**src/verilog/mpm_step_counter.sv**
```systemverilog
// MPM step counter, remaining iterations and the pipeline wait timer
`timescale 1ns/1ps

module mpm_step_counter (
  input  logic       clk,
  input  logic       rst,
  input  logic       start,
  input  logic       launch,
  input  logic       capture,
  input  logic [7:0] iter_count,
  output logic       steps_left_zero,
  output logic       wait_done
);

  localparam int WAIT_CYCLES = 2; // Multiplier latency
  localparam int WAIT_W      = $clog2(WAIT_CYCLES + 1);

  logic [7:0]        steps_left;
  logic [WAIT_W-1:0] wait_cnt;

  always_ff @(posedge clk) begin
    if (rst) begin
      steps_left <= '0;
    end else if (start) begin
      steps_left <= iter_count;
    end else if (capture && !steps_left_zero) begin
      steps_left <= steps_left - 8'd1; // One step finished
    end
  end

  // Loaded one short so wait_done shows in the last wait cycle
  always_ff @(posedge clk) begin
    if (rst) begin
      wait_cnt <= '0;
    end else if (launch) begin
      wait_cnt <= WAIT_W'(WAIT_CYCLES - 1);
    end else if (!wait_done) begin
      wait_cnt <= wait_cnt - 1'b1;
    end
  end

  assign steps_left_zero = (steps_left == '0);
  assign wait_done       = (wait_cnt == '0);

endmodule

```
**config.mk**
```make
export PLATFORM = sky130hd
export DESIGN_NAME = mpm_step_counter
export DESIGN_NICKNAME = d
export VERILOG_FILES = /design/src/verilog/mpm_step_counter.sv
export SDC_FILE = /design/constraint.sdc
export NUM_CORES = 1
export LEC_CHECK = 0
export BUFFER_PORTS_ARGS = -buffer_cell sky130_fd_sc_hd__buf_2
export CAP_MARGIN = 40
export CELL_PAD_IN_SITES_DETAIL_PLACEMENT = 0
export CELL_PAD_IN_SITES_GLOBAL_PLACEMENT = 2
export CORE_MARGIN = 3
export CORE_UTILIZATION = 31
export DETAILED_ROUTE_END_ITERATION = 10
export PLACE_DENSITY = 0.88
export SYNTH_ARGS = -nofsm -noshare
export SYNTH_HDL_FRONTEND = slang
export SYNTH_SLANG_ARGS = --single-unit
```
**constraint.sdc**
```tcl
create_clock -name clk -period 2.8 [get_ports clk]
set_input_delay 0.56 -clock clk [delete_from_list [all_inputs] [get_ports clk]]
set_output_delay 0.56 -clock clk [all_outputs]
set_load 0.02 [all_outputs]
```
==> results of run 1 <==
==> Yosys cell counts, types with 2 or more instances <==
master and instances:
sky130_fd_sc_hd__dfxtp_1 10, sky130_fd_sc_hd__nor2_1 8, sky130_fd_sc_hd__inv_1 6, sky130_fd_sc_hd__a21oi_1 5, sky130_fd_sc_hd__nand2_1 4, sky130_fd_sc_hd__nor3b_1 4
sky130_fd_sc_hd__xnor2_1 4, sky130_fd_sc_hd__ha_1 3, sky130_fd_sc_hd__a211oi_1 2, sky130_fd_sc_hd__nor3_1 2, sky130_fd_sc_hd__or4_1 2
==> layer usage <==
layer | track usage [%] | vias to the layer above | wire length [µm]
met5 | 0 | - | 0
met3 | 5.81 | 2 | 83
met2 | 16.3 | 13 | 531
met1 | 15.5 | 224 | 615
li1 | - | 273 | -
met4 | 5.21 | 0 | 12
==> logic make-up after synthesis <==
logic type	Yosys count	share of synthesized area [%]
xor+xnor	5	7.59
simple gates	24	22.8
buf+inv	8	6.72
compound gates	16	21.7
fa+ha+maj	3	6.51
flops	10	34.7
==> flip-flops by register name, summed over array words and instances (netlist names) <==
register	count
steps_left	8
wait_cnt	2
==> layout make-up <==
| type | count | area [µm²] |
|---|---|---|
| fillers | 175 | 932 |
| multi-input cells | 48 | 338 |
| flip-flops and latches | 10 | 200 |
| repair buffers | 14 | 70.1 |
| clock buffers | 4 | 36.3 |
| well taps | 24 | 30.0 |
| inverters | 6 | 22.5 |
==> final timing paths <==
path                 start              end  slack [ns]  cells past startpoint
max          steps_left[0]  steps_left_zero        0.45                      5
min                 launch      wait_cnt[1]        0.47                      2
max reg2reg  steps_left[0]    steps_left[0]        0.96                      6
min reg2reg  steps_left[6]    steps_left[6]        0.52                      2
==> layout by cell type, fill, tap and decap left out, drive strengths merged, types with 2 or more instances in the layout <==
cell type	count
nor2	8
dfxtp	10
o31a	2
buf	14
clkbuf	4
xnor2	4
ha	3
a211oi	3
or4	2
a21oi	5
nor3b	4
nand2	4
nor3	2
inv	6
==> worst max-delay path, cell delays in order, from the launching register on <==
cell                      delay (ns)
sky130_fd_sc_hd__dfxtp_1        0.33
sky130_fd_sc_hd__inv_1          0.08
sky130_fd_sc_hd__ha_1           0.14
sky130_fd_sc_hd__nor3b_1        0.48
sky130_fd_sc_hd__and2_1         0.29
sky130_fd_sc_hd__buf_2          0.19
==> report_power, final <==
group	internal, mW	switching [mW]
Sequential	0.155	0.0126
Combinational	0.0437	0.0492
Clock	0.0791	0.0528
==> through the flow <==
stage	hold slack, ns	power [mW]
floorplan	0.481	0.239
global placement	0.509	0.263
detailed placement	0.505	0.264
CTS	0.466	0.396
global route	0.455	0.421
finish	0.468	0.392
==> reports/qor.txt, run 1 <==
==================================================================================
Run status .......................................................... complete, no violations
TritonCTS buffer count ..............................................            3
Maximum number of pins on one net before global-route repair ........           13
CP Data Required Time ...............................................      2.24 ns
Total negative setup slack ..........................................         0 ns
Count of synthesis-stage warnings from yosys ........................            0
Total via count in the routed design ................................          512
Signed area change from the synthesized netlist to the final layout .        20.8%
Die Wd ..............................................................      49.1 µm
Number of cells in the finished layout apart from fillers ...........          106
Count of different cell masters after synthesis .....................           27
Half-perimeter wire length after detailed placement .................       935 µm
Reported leakage power ..............................................     0.284 nW
Effective utilization at floorplan ..................................        35.4%
Hold Crit Class .....................................................    in -> reg
Share of the core filled with cells in the final layout .............        42.8%
Post-synth EDFFs ....................................................            0
IO Count ............................................................           15
Remaining routing DRC violations ....................................            0
Critical path class .................................................   reg -> out
Worst IR drop on VDD ................................................     0.295 mV
Minimum clock period ................................................      2.35 ns
Register bit count reported by yosys ................................           10
Most used DFF post-synth ............................................ sky130_fd_sc_hd__dfxtp_1
Overall routing resource usage ......................................        11.9%
# resized after CTS .................................................            0
Final Hold Violating Endpoints ......................................            0
Total core area .....................................................     1630 µm²
Wire length of the first global-routing pass ........................      2220 µm
Setup repair bufs after CTS .........................................            0
Maximum level of the CTS H-tree .....................................            1
Layout cells sized above 1 ..........................................        26.8%
Number of placed instances with taps included .......................          102
Violation count after the first detailed-routing iteration ..........           12
Synth top area share ................................................        34.7%
Final Max Tran Viols ................................................            0
Final WS setup ......................................................     0.455 ns
I/O Buffers .........................................................           14
Max-cap violations ..................................................            0
Element type at the critical path start .............................         flop
Antenna-violating nets left .........................................            0
Clock Tree Buf Depth ................................................            2
Clock-pin slew on the worst setup and hold paths ....................      0.07 ns
Number of antenna violations at the first check in global routing ...            0
Clock tree from TritonCTS ...........................................         done
Antenna Diode Count .................................................            0
Achievable Freq .....................................................    0.426 GHz
Worst Path Arrival ..................................................      1.79 ns
Pre-antenna DRT Iters ...............................................            4
Power density normalized to cell area ...............................   563 nW/µm²
Placed instance area ................................................      661 µm²
Die outline height ..................................................      49.1 µm
Post-Layout Inst Area ...............................................      697 µm²
Post-detailed-route via-to-cell ratio ...............................         4.83
Finish-stage setup viols ............................................            0
Cell row count ......................................................           14
Number of global-route vias before repair ...........................          513
Average detailed-routed wire length per instance ....................      11.7 µm
Root Buffer ......................................................... sky130_fd_sc_hd__clkbuf_4
Netlist Area Pre-Place ..............................................      577 µm²
Floorplan die area ..................................................     2410 µm²
Number of instances in the synthesized netlist ......................           66
Share of the cycle needed by the critical path after routing ........        83.8%
Placement-stage worst setup slack ...................................     0.784 ns
Global-route congestion overflow total ..............................            0
Post-synthesis average cell area ....................................     8.74 µm²
Sequential-to-total area share from yosys stat ......................        34.7%
Cell type with the largest total area after synthesis ............... sky130_fd_sc_hd__dfxtp_1
Net count reported at finish ........................................           99
Slew HR .............................................................        61.5%
Unrepaired setup endpoints after global routing .....................        false
Number of clock sinks ...............................................           10
Worst Max-Slew Pin Slew .............................................     0.573 ns
Worst-case clock skew ...............................................   0.00329 ns
Max FO, Critical Path ...............................................            5
Global placer's final weighted congestion ...........................        0.785
Top post-synthesis cells by area .................................... sky130_fd_sc_hd__dfxtp_1, sky130_fd_sc_hd__ha_1, sky130_fd_sc_hd__xnor2_1, sky130_fd_sc_hd__nor2_1, sky130_fd_sc_hd__nor3b_1
Critical path capture point type ....................................  output port
Skew-Pair Late Insertion Delay ......................................      0.27 ns
Routed wire length ..................................................      1240 µm
Post-CTS Hold Buffers ...............................................            0
Number of nets produced by synthesis ................................           82
Fraction of registers with async set/reset ..........................           0%
==================================================================================
(Power assumes the default switching activity.)
==> run 2: changes to the inputs <==
--- a/config.mk
+++ b/config.mk
@@ -10,9 +10,9 @@
 export CELL_PAD_IN_SITES_DETAIL_PLACEMENT = 0
 export CELL_PAD_IN_SITES_GLOBAL_PLACEMENT = 2
 export CORE_MARGIN = 3
-export CORE_UTILIZATION = 31
+export CORE_UTILIZATION = 26
 export DETAILED_ROUTE_END_ITERATION = 10
-export PLACE_DENSITY = 0.88
+export PLACE_DENSITY = 0.79
 export SYNTH_ARGS = -nofsm -noshare
 export SYNTH_HDL_FRONTEND = slang
 export SYNTH_SLANG_ARGS = --single-unit
==> constraint.sdc (replaced) <==
create_clock -name clk -period 2 [get_ports clk]
set_input_delay 0.4 -clock clk [delete_from_list [all_inputs] [get_ports clk]]
set_output_delay 0.4 -clock clk [all_outputs]
set_load 0.02 [all_outputs]
==> run 2 against run 1 <==
  * Combinational power rose by 55%
  * Die area rose by 17%
  * Sequential power rose by 40%
  * Cell area rose by 4.7%
  * Flip-flop and latch count did not move
  * Power rose by 44%
  * Worst hold slack got worse by 0.16 ns
==> reports/qor.txt, run 2 (synthesis results as in run 1) <==
==================================================================================
Run status .......................................................... complete, no violations
Max-cap violations ..................................................            0
Wire length of the first global-routing pass ........................      2310 µm
IO Count ............................................................           15
Most frequent cells in the layout ................................... sky130_fd_sc_hd__buf_2, sky130_fd_sc_hd__dfxtp_1, sky130_fd_sc_hd__nor2_1
Finish-stage setup viols ............................................            0
Post-CTS Hold Buffers ...............................................            0
Destination of the worst hold path ..................................  wait_cnt[1]
Flop2flop setup slack ...............................................      0.16 ns
Slew HR .............................................................        69.0%
Layout cells sized above 1 ..........................................        32.1%
Die Wd ..............................................................      53.1 µm
Element type at the critical path start .............................         flop
Worst IR drop on VDD ................................................     0.248 mV
Largest regs ........................................................ steps_left x8, wait_cnt x2
Reported leakage power ..............................................     0.299 nW
Fill cell instance count of the final layout ........................          225
Critical path capture point type ....................................         flop
Clock-pin slew on the worst setup and hold paths ....................      0.07 ns
Flip-flop count of the largest register after layout ................            8
Number of global-route vias before repair ...........................          547
Post-detailed-route via-to-cell ratio ...............................         4.72
Pre-antenna DRT Iters ...............................................            4
Violation count after the first detailed-routing iteration ..........           13
Cell row count ......................................................           16
Commonest non-fill, non-tap cell in the layout ...................... sky130_fd_sc_hd__buf_2
Hold Crit Class .....................................................    in -> reg
Worst-case clock skew ...............................................   0.00383 ns
Share of the cycle needed by the critical path after routing ........        92.2%
I/O Buffers .........................................................           14
Routed wire length ..................................................      1290 µm
Worst Max-Slew Pin Slew .............................................     0.461 ns
Maximum number of pins on one net before global-route repair ........           13
Clock tree from TritonCTS ...........................................         done
Antenna Diode Count .................................................            0
Startpoint of the lowest-slack register-to-register path ............ steps_left[0]
Net count reported at finish ........................................          101
Minimum clock period ................................................      1.84 ns
Achievable Freq .....................................................    0.542 GHz
Register name with the most flops ...................................   steps_left
Total core area .....................................................     2020 µm²
Startpoint of the most critical hold path ...........................       launch
Total via count in the routed design ................................          524
Average detailed-routed wire length per instance ....................      11.6 µm
Final Hold Violating Endpoints ......................................            0
Final Max Tran Viols ................................................            0
Worst Path Arrival ..................................................      2.01 ns
Max FO, Critical Path ...............................................            3
Root Buffer ......................................................... sky130_fd_sc_hd__clkbuf_4
Unrepaired setup endpoints after global routing .....................        false
Signed area change from the synthesized netlist to the final layout .        26.5%
Power Total .........................................................     0.563 mW
Number of antenna violations at the first check in global routing ...            0
CP Data Required Time ...............................................      2.17 ns
Number of clock sinks ...............................................           10
Floorplan die area ..................................................     2820 µm²
Skew-Pair Late Insertion Delay ......................................      0.26 ns
Overall routing resource usage ......................................        11.4%
Clock Tree Buf Depth ................................................            2
Global-route congestion overflow total ..............................            0
Die outline height ..................................................      53.1 µm
Remaining routing DRC violations ....................................            0
Half-perimeter wire length after detailed placement .................       981 µm
Cells on Worst Hold Path ............................................            2
Maximum level of the CTS H-tree .....................................            1
Critical path class .................................................   reg -> reg
Effective utilization at floorplan ..................................        28.5%
Endpoint of the worst-slack reg-to-reg timing path .................. steps_left[6]
Number of cells on the worst reg-to-reg path ........................            6
Antenna-violating nets left .........................................            0
Global placer's final weighted congestion ...........................        0.816
Power density normalized to cell area ...............................   772 nW/µm²
Setup repair bufs after CTS .........................................            0
TritonCTS buffer count ..............................................            3
Total negative setup slack ..........................................         0 ns
==================================================================================
## run 2: worst max-delay path by stage
stage,endpoint,startpoint
floorplan,steps_left[3],steps_left[0]
global placement,steps_left[5],capture
detailed placement,steps_left[5],capture
CTS,steps_left_zero,steps_left[3]
global route,steps_left[6],steps_left[0]
finish,steps_left[6],steps_left[0]
## run 2: routing by layer
layer  global-route usage (%)  routed length [µm]  up-vias
met5                        0                   0        -
met2                     17.6                 586        8
met3                     3.66                  42        2
met4                     6.38                  18        0
met1                     13.7                 642      238
li1                         -                   -      276
## run 2: repair_timing
action | CTS | global route
cloned | 0 | 0
gates resized for setup | 1 | 2
endpoints found under the hold margin | 0 | 0
endpoints found under the setup margin | 1 | 1
## run 2: where the power goes
part	internal, mW	switching [mW]
Clock	0.110	0.0729
Combinational	0.0725	0.0714
Sequential	0.217	0.0189
## run 2: through the flow
| stage | area [µm²] | instances | hold WS [ns] | setup slack (ns) | util [%] |
|---|---|---|---|---|---|
| 2_1_floorplan | 577 | 66 | 0.479 | 0.338 | - |
| 3_3_place_gp | 679 | 107 | 0.499 | 0.225 | 33.6 |
| 3_5_place_dp | 679 | 107 | 0.514 | 0.171 | 33.6 |
| 4_1_cts | 721 | 111 | 0.300 | 0.0934 | 35.6 |
| 5_1_grt | 729 | 111 | 0.310 | 0.0687 | 36.1 |
| 6_report | 729 | 111 | 0.310 | 0.156 | 36.1 |
## run 2: worst max-delay path: stages, from the launching register on
cell and delay [ns]:
sky130_fd_sc_hd__dfxtp_1 0.38, sky130_fd_sc_hd__inv_1 0.08, sky130_fd_sc_hd__ha_1 0.19, sky130_fd_sc_hd__nor3b_2 0.16
sky130_fd_sc_hd__buf_4 0.15, sky130_fd_sc_hd__or4_1 0.50, sky130_fd_sc_hd__a311oi_1 0.28
## run 2: cell type report
class | count | area [µm²] | area share (%)
multi-input cells | 48 | 352 | 48.2
flip-flops and latches | 10 | 200 | 27.4
repair buffers | 16 | 85.1 | 11.7
clock buffers | 4 | 36.3 | 4.97
well taps | 27 | 33.8 | 4.63
inverters | 6 | 22.5 | 3.09
==> run 3: changes to the inputs <==
==> config.mk (replaced) <==
export PLATFORM = sky130hd
export DESIGN_NAME = mpm_step_counter
export DESIGN_NICKNAME = d
export VERILOG_FILES = /design/src/verilog/mpm_step_counter.sv
export SDC_FILE = /design/constraint.sdc
export NUM_CORES = 1
export LEC_CHECK = 0
export ABC_CLOCK_PERIOD_IN_PS = 2000
export BUFFER_PORTS_ARGS = -buffer_cell sky130_fd_sc_hd__buf_2
export CAP_MARGIN = 40
export CELL_PAD_IN_SITES_DETAIL_PLACEMENT = 1
export CELL_PAD_IN_SITES_GLOBAL_PLACEMENT = 1
export CORE_ASPECT_RATIO = 0.75
export CORE_MARGIN = 3
export CORE_UTILIZATION = 32
export DETAILED_ROUTE_END_ITERATION = 10
export PLACE_DENSITY = 0.78
export SYNTH_ARGS = -nofsm -noshare
export SYNTH_HDL_FRONTEND = slang
export SYNTH_SLANG_ARGS = --single-unit
==> run 3 against run 2 <==
  * Critical path depth is 1 lower
  * Clock skew shrank 0.0011 ns
  * Critical endpoint is now steps_left_zero
  * Register-to-register slack about the same
  * Utilization up 9.1 points
  * Cell area fell by 1.4%
  * Die area is 17% lower
  * Largest cell class unchanged
  * Setup slack got worse by 0.014 ns
  * Combinational power grew 3%
  * Highest routed layer unchanged
==> reports/qor.txt, run 3 (synthesis results as in run 1) <==
==================================================================================
Run status .......................................................... complete, no violations
Commonest non-fill, non-tap cell in the layout ...................... sky130_fd_sc_hd__buf_2
Global-route congestion overflow total ..............................            0
Final WS setup ......................................................     0.142 ns
Wire length of the first global-routing pass ........................      2490 µm
Maximum level of the CTS H-tree .....................................            1
Routed wire length ..................................................      1430 µm
Number of cells on the worst reg-to-reg path ........................            7
Number of global-route vias before repair ...........................          545
Worst path cell trace ............................................... inv_1 -> ha_1 -> nor3b_4 -> and2_1 -> buf_2
Worst-case clock skew ...............................................   0.00270 ns
Average detailed-routed wire length per instance ....................      13.6 µm
Register name with the most flops ...................................   steps_left
Effective utilization at floorplan ..................................        36.2%
Clock-pin slew on the worst setup and hold paths ....................      0.07 ns
Die Wd ..............................................................      55.0 µm
Clock Tree Buf Depth ................................................            2
Most frequent cells in the layout ................................... sky130_fd_sc_hd__buf_2, sky130_fd_sc_hd__dfxtp_1, sky130_fd_sc_hd__nor2_1
Final Max Tran Viols ................................................            0
Hold Crit Class .....................................................    in -> reg
Critical path capture point type ....................................  output port
IO Count ............................................................           15
Signed area change from the synthesized netlist to the final layout .        24.7%
Achievable Freq .....................................................    0.538 GHz
Number of clock sinks ...............................................           10
Root Buffer ......................................................... sky130_fd_sc_hd__clkbuf_4
Total negative setup slack ..........................................         0 ns
Number of antenna violations at the first check in global routing ...            0
Remaining routing DRC violations ....................................            0
Total core area .....................................................     1590 µm²
Worst IR drop on VDD ................................................     0.385 mV
Worst Path Arrival ..................................................      1.46 ns
Power density normalized to cell area ...............................   786 nW/µm²
Critical path's largest stage delay .................................      0.33 ns
Worst Max-Slew Pin Slew .............................................     0.434 ns
Die outline height ..................................................      42.8 µm
Overall routing resource usage ......................................        14.7%
Global placer's final weighted congestion ...........................        0.762
Cell row count ......................................................           12
Pre-antenna DRT Iters ...............................................            4
Half-perimeter wire length after detailed placement .................      1100 µm
Minimum clock period ................................................      1.86 ns
Total via count in the routed design ................................          540
Max-cap violations ..................................................            0
Share of the cycle needed by the critical path after routing ........        92.9%
Setup repair bufs after CTS .........................................            0
Skew-Pair Late Insertion Delay ......................................      0.26 ns
Net count reported at finish ........................................          101
Critical path class .................................................   reg -> out
Floorplan die area ..................................................     2350 µm²
Largest regs ........................................................ steps_left x8, wait_cnt x2
Max FO, Critical Path ...............................................            5
Post-detailed-route via-to-cell ratio ...............................         5.14
I/O Buffers .........................................................           14
Critical-path top delay cell ........................................ sky130_fd_sc_hd__dfxtp_1
TritonCTS buffer count ..............................................            3
Antenna-violating nets left .........................................            0
Cells on Worst Hold Path ............................................            2
Flip-flop count of the largest register after layout ................            8
Maximum number of pins on one net before global-route repair ........           13
Worst path top cell family by delay ................................. simple AND/OR/NAND/NOR gates
CP Data Required Time ...............................................      1.60 ns
Violation count after the first detailed-routing iteration ..........            2
Placement-stage worst setup slack ...................................     0.127 ns
Clock tree from TritonCTS ...........................................         done
Unrepaired setup endpoints after global routing .....................        false
Final Hold Violating Endpoints ......................................            0
Crit path buf inv count .............................................            2
Layout cells sized above 1 ..........................................        29.8%
Number of logic stages on the critical path including buffering .....            5
Reported leakage power ..............................................     0.298 nW
Element type at the critical path start .............................         flop
Slew HR .............................................................        70.8%
Finish-stage setup viols ............................................            0
Antenna Diode Count .................................................            0
==================================================================================
==> run 3: cell count changes in the layout (fill, tap and decap cells not counted) <==
cell,previous run,this run
sky130_fd_sc_hd__and2_1,0,1
sky130_fd_sc_hd__and2_4,1,0
sky130_fd_sc_hd__nor3b_2,1,0
sky130_fd_sc_hd__nor3b_4,0,1
sky130_fd_sc_hd__nor4_1,0,1
sky130_fd_sc_hd__nor4_2,1,0
==> run 3: final timing paths <==
kind / startpoint / end / slack, ns
setup reg to reg: steps_left[0] / steps_left[3] / 0.16
setup / recovery: steps_left[0] / steps_left_zero / 0.14
hold / removal: launch / wait_cnt[1] / 0.31
hold reg to reg: wait_cnt[1] / wait_cnt[1] / 0.52
==> run 3: metrics by stage <==
stage / power, mW / util [%] / hold slack, ns / cells / instance area [µm²]
3_3_place_gp: 0.376 / 42.2 / 0.508 / 101 / 672
2_1_floorplan: 0.335 / - / 0.479 / 66 / 577
4_1_cts: 0.569 / 44.8 / 0.298 / 105 / 713
6_report: 0.565 / 45.2 / 0.305 / 105 / 719
3_5_place_dp: 0.382 / 42.2 / 0.509 / 101 / 672
5_1_grt: 0.604 / 45.2 / 0.303 / 105 / 719
==> run 3: final cells by class <==
class / count / area, µm²
well taps: 21 / 26.3
repair buffers: 16 / 85.1
clock buffers: 4 / 36.3
fillers: 211 / 872
flip-flops and latches: 10 / 200
inverters: 6 / 22.5
multi-input cells: 48 / 349
==> run 3: timing repair <==
| action | in CTS | in global routing |
|---|---|---|
| endpoints found under the setup margin | 1 | 1 |
| gates resized for setup | 1 | 1 |
| hold buffers | 0 | 0 |
==> run 3: power by group <==
part	internal, mW	switching, mW
sequential	0.217	0.0191
clock	0.111	0.0702
combinational	0.0722	0.0761
total	0.400	0.165
==> run 3: per-layer routing <==
metal | track usage [%] | wire (µm) | part of all wire (%)
met5 | 0 | 0 | 0
met4 | 2.91 | 8 | 0.56
met2 | 21.9 | 678 | 47
met3 | 6.32 | 84 | 5.9
met1 | 19.5 | 661 | 46
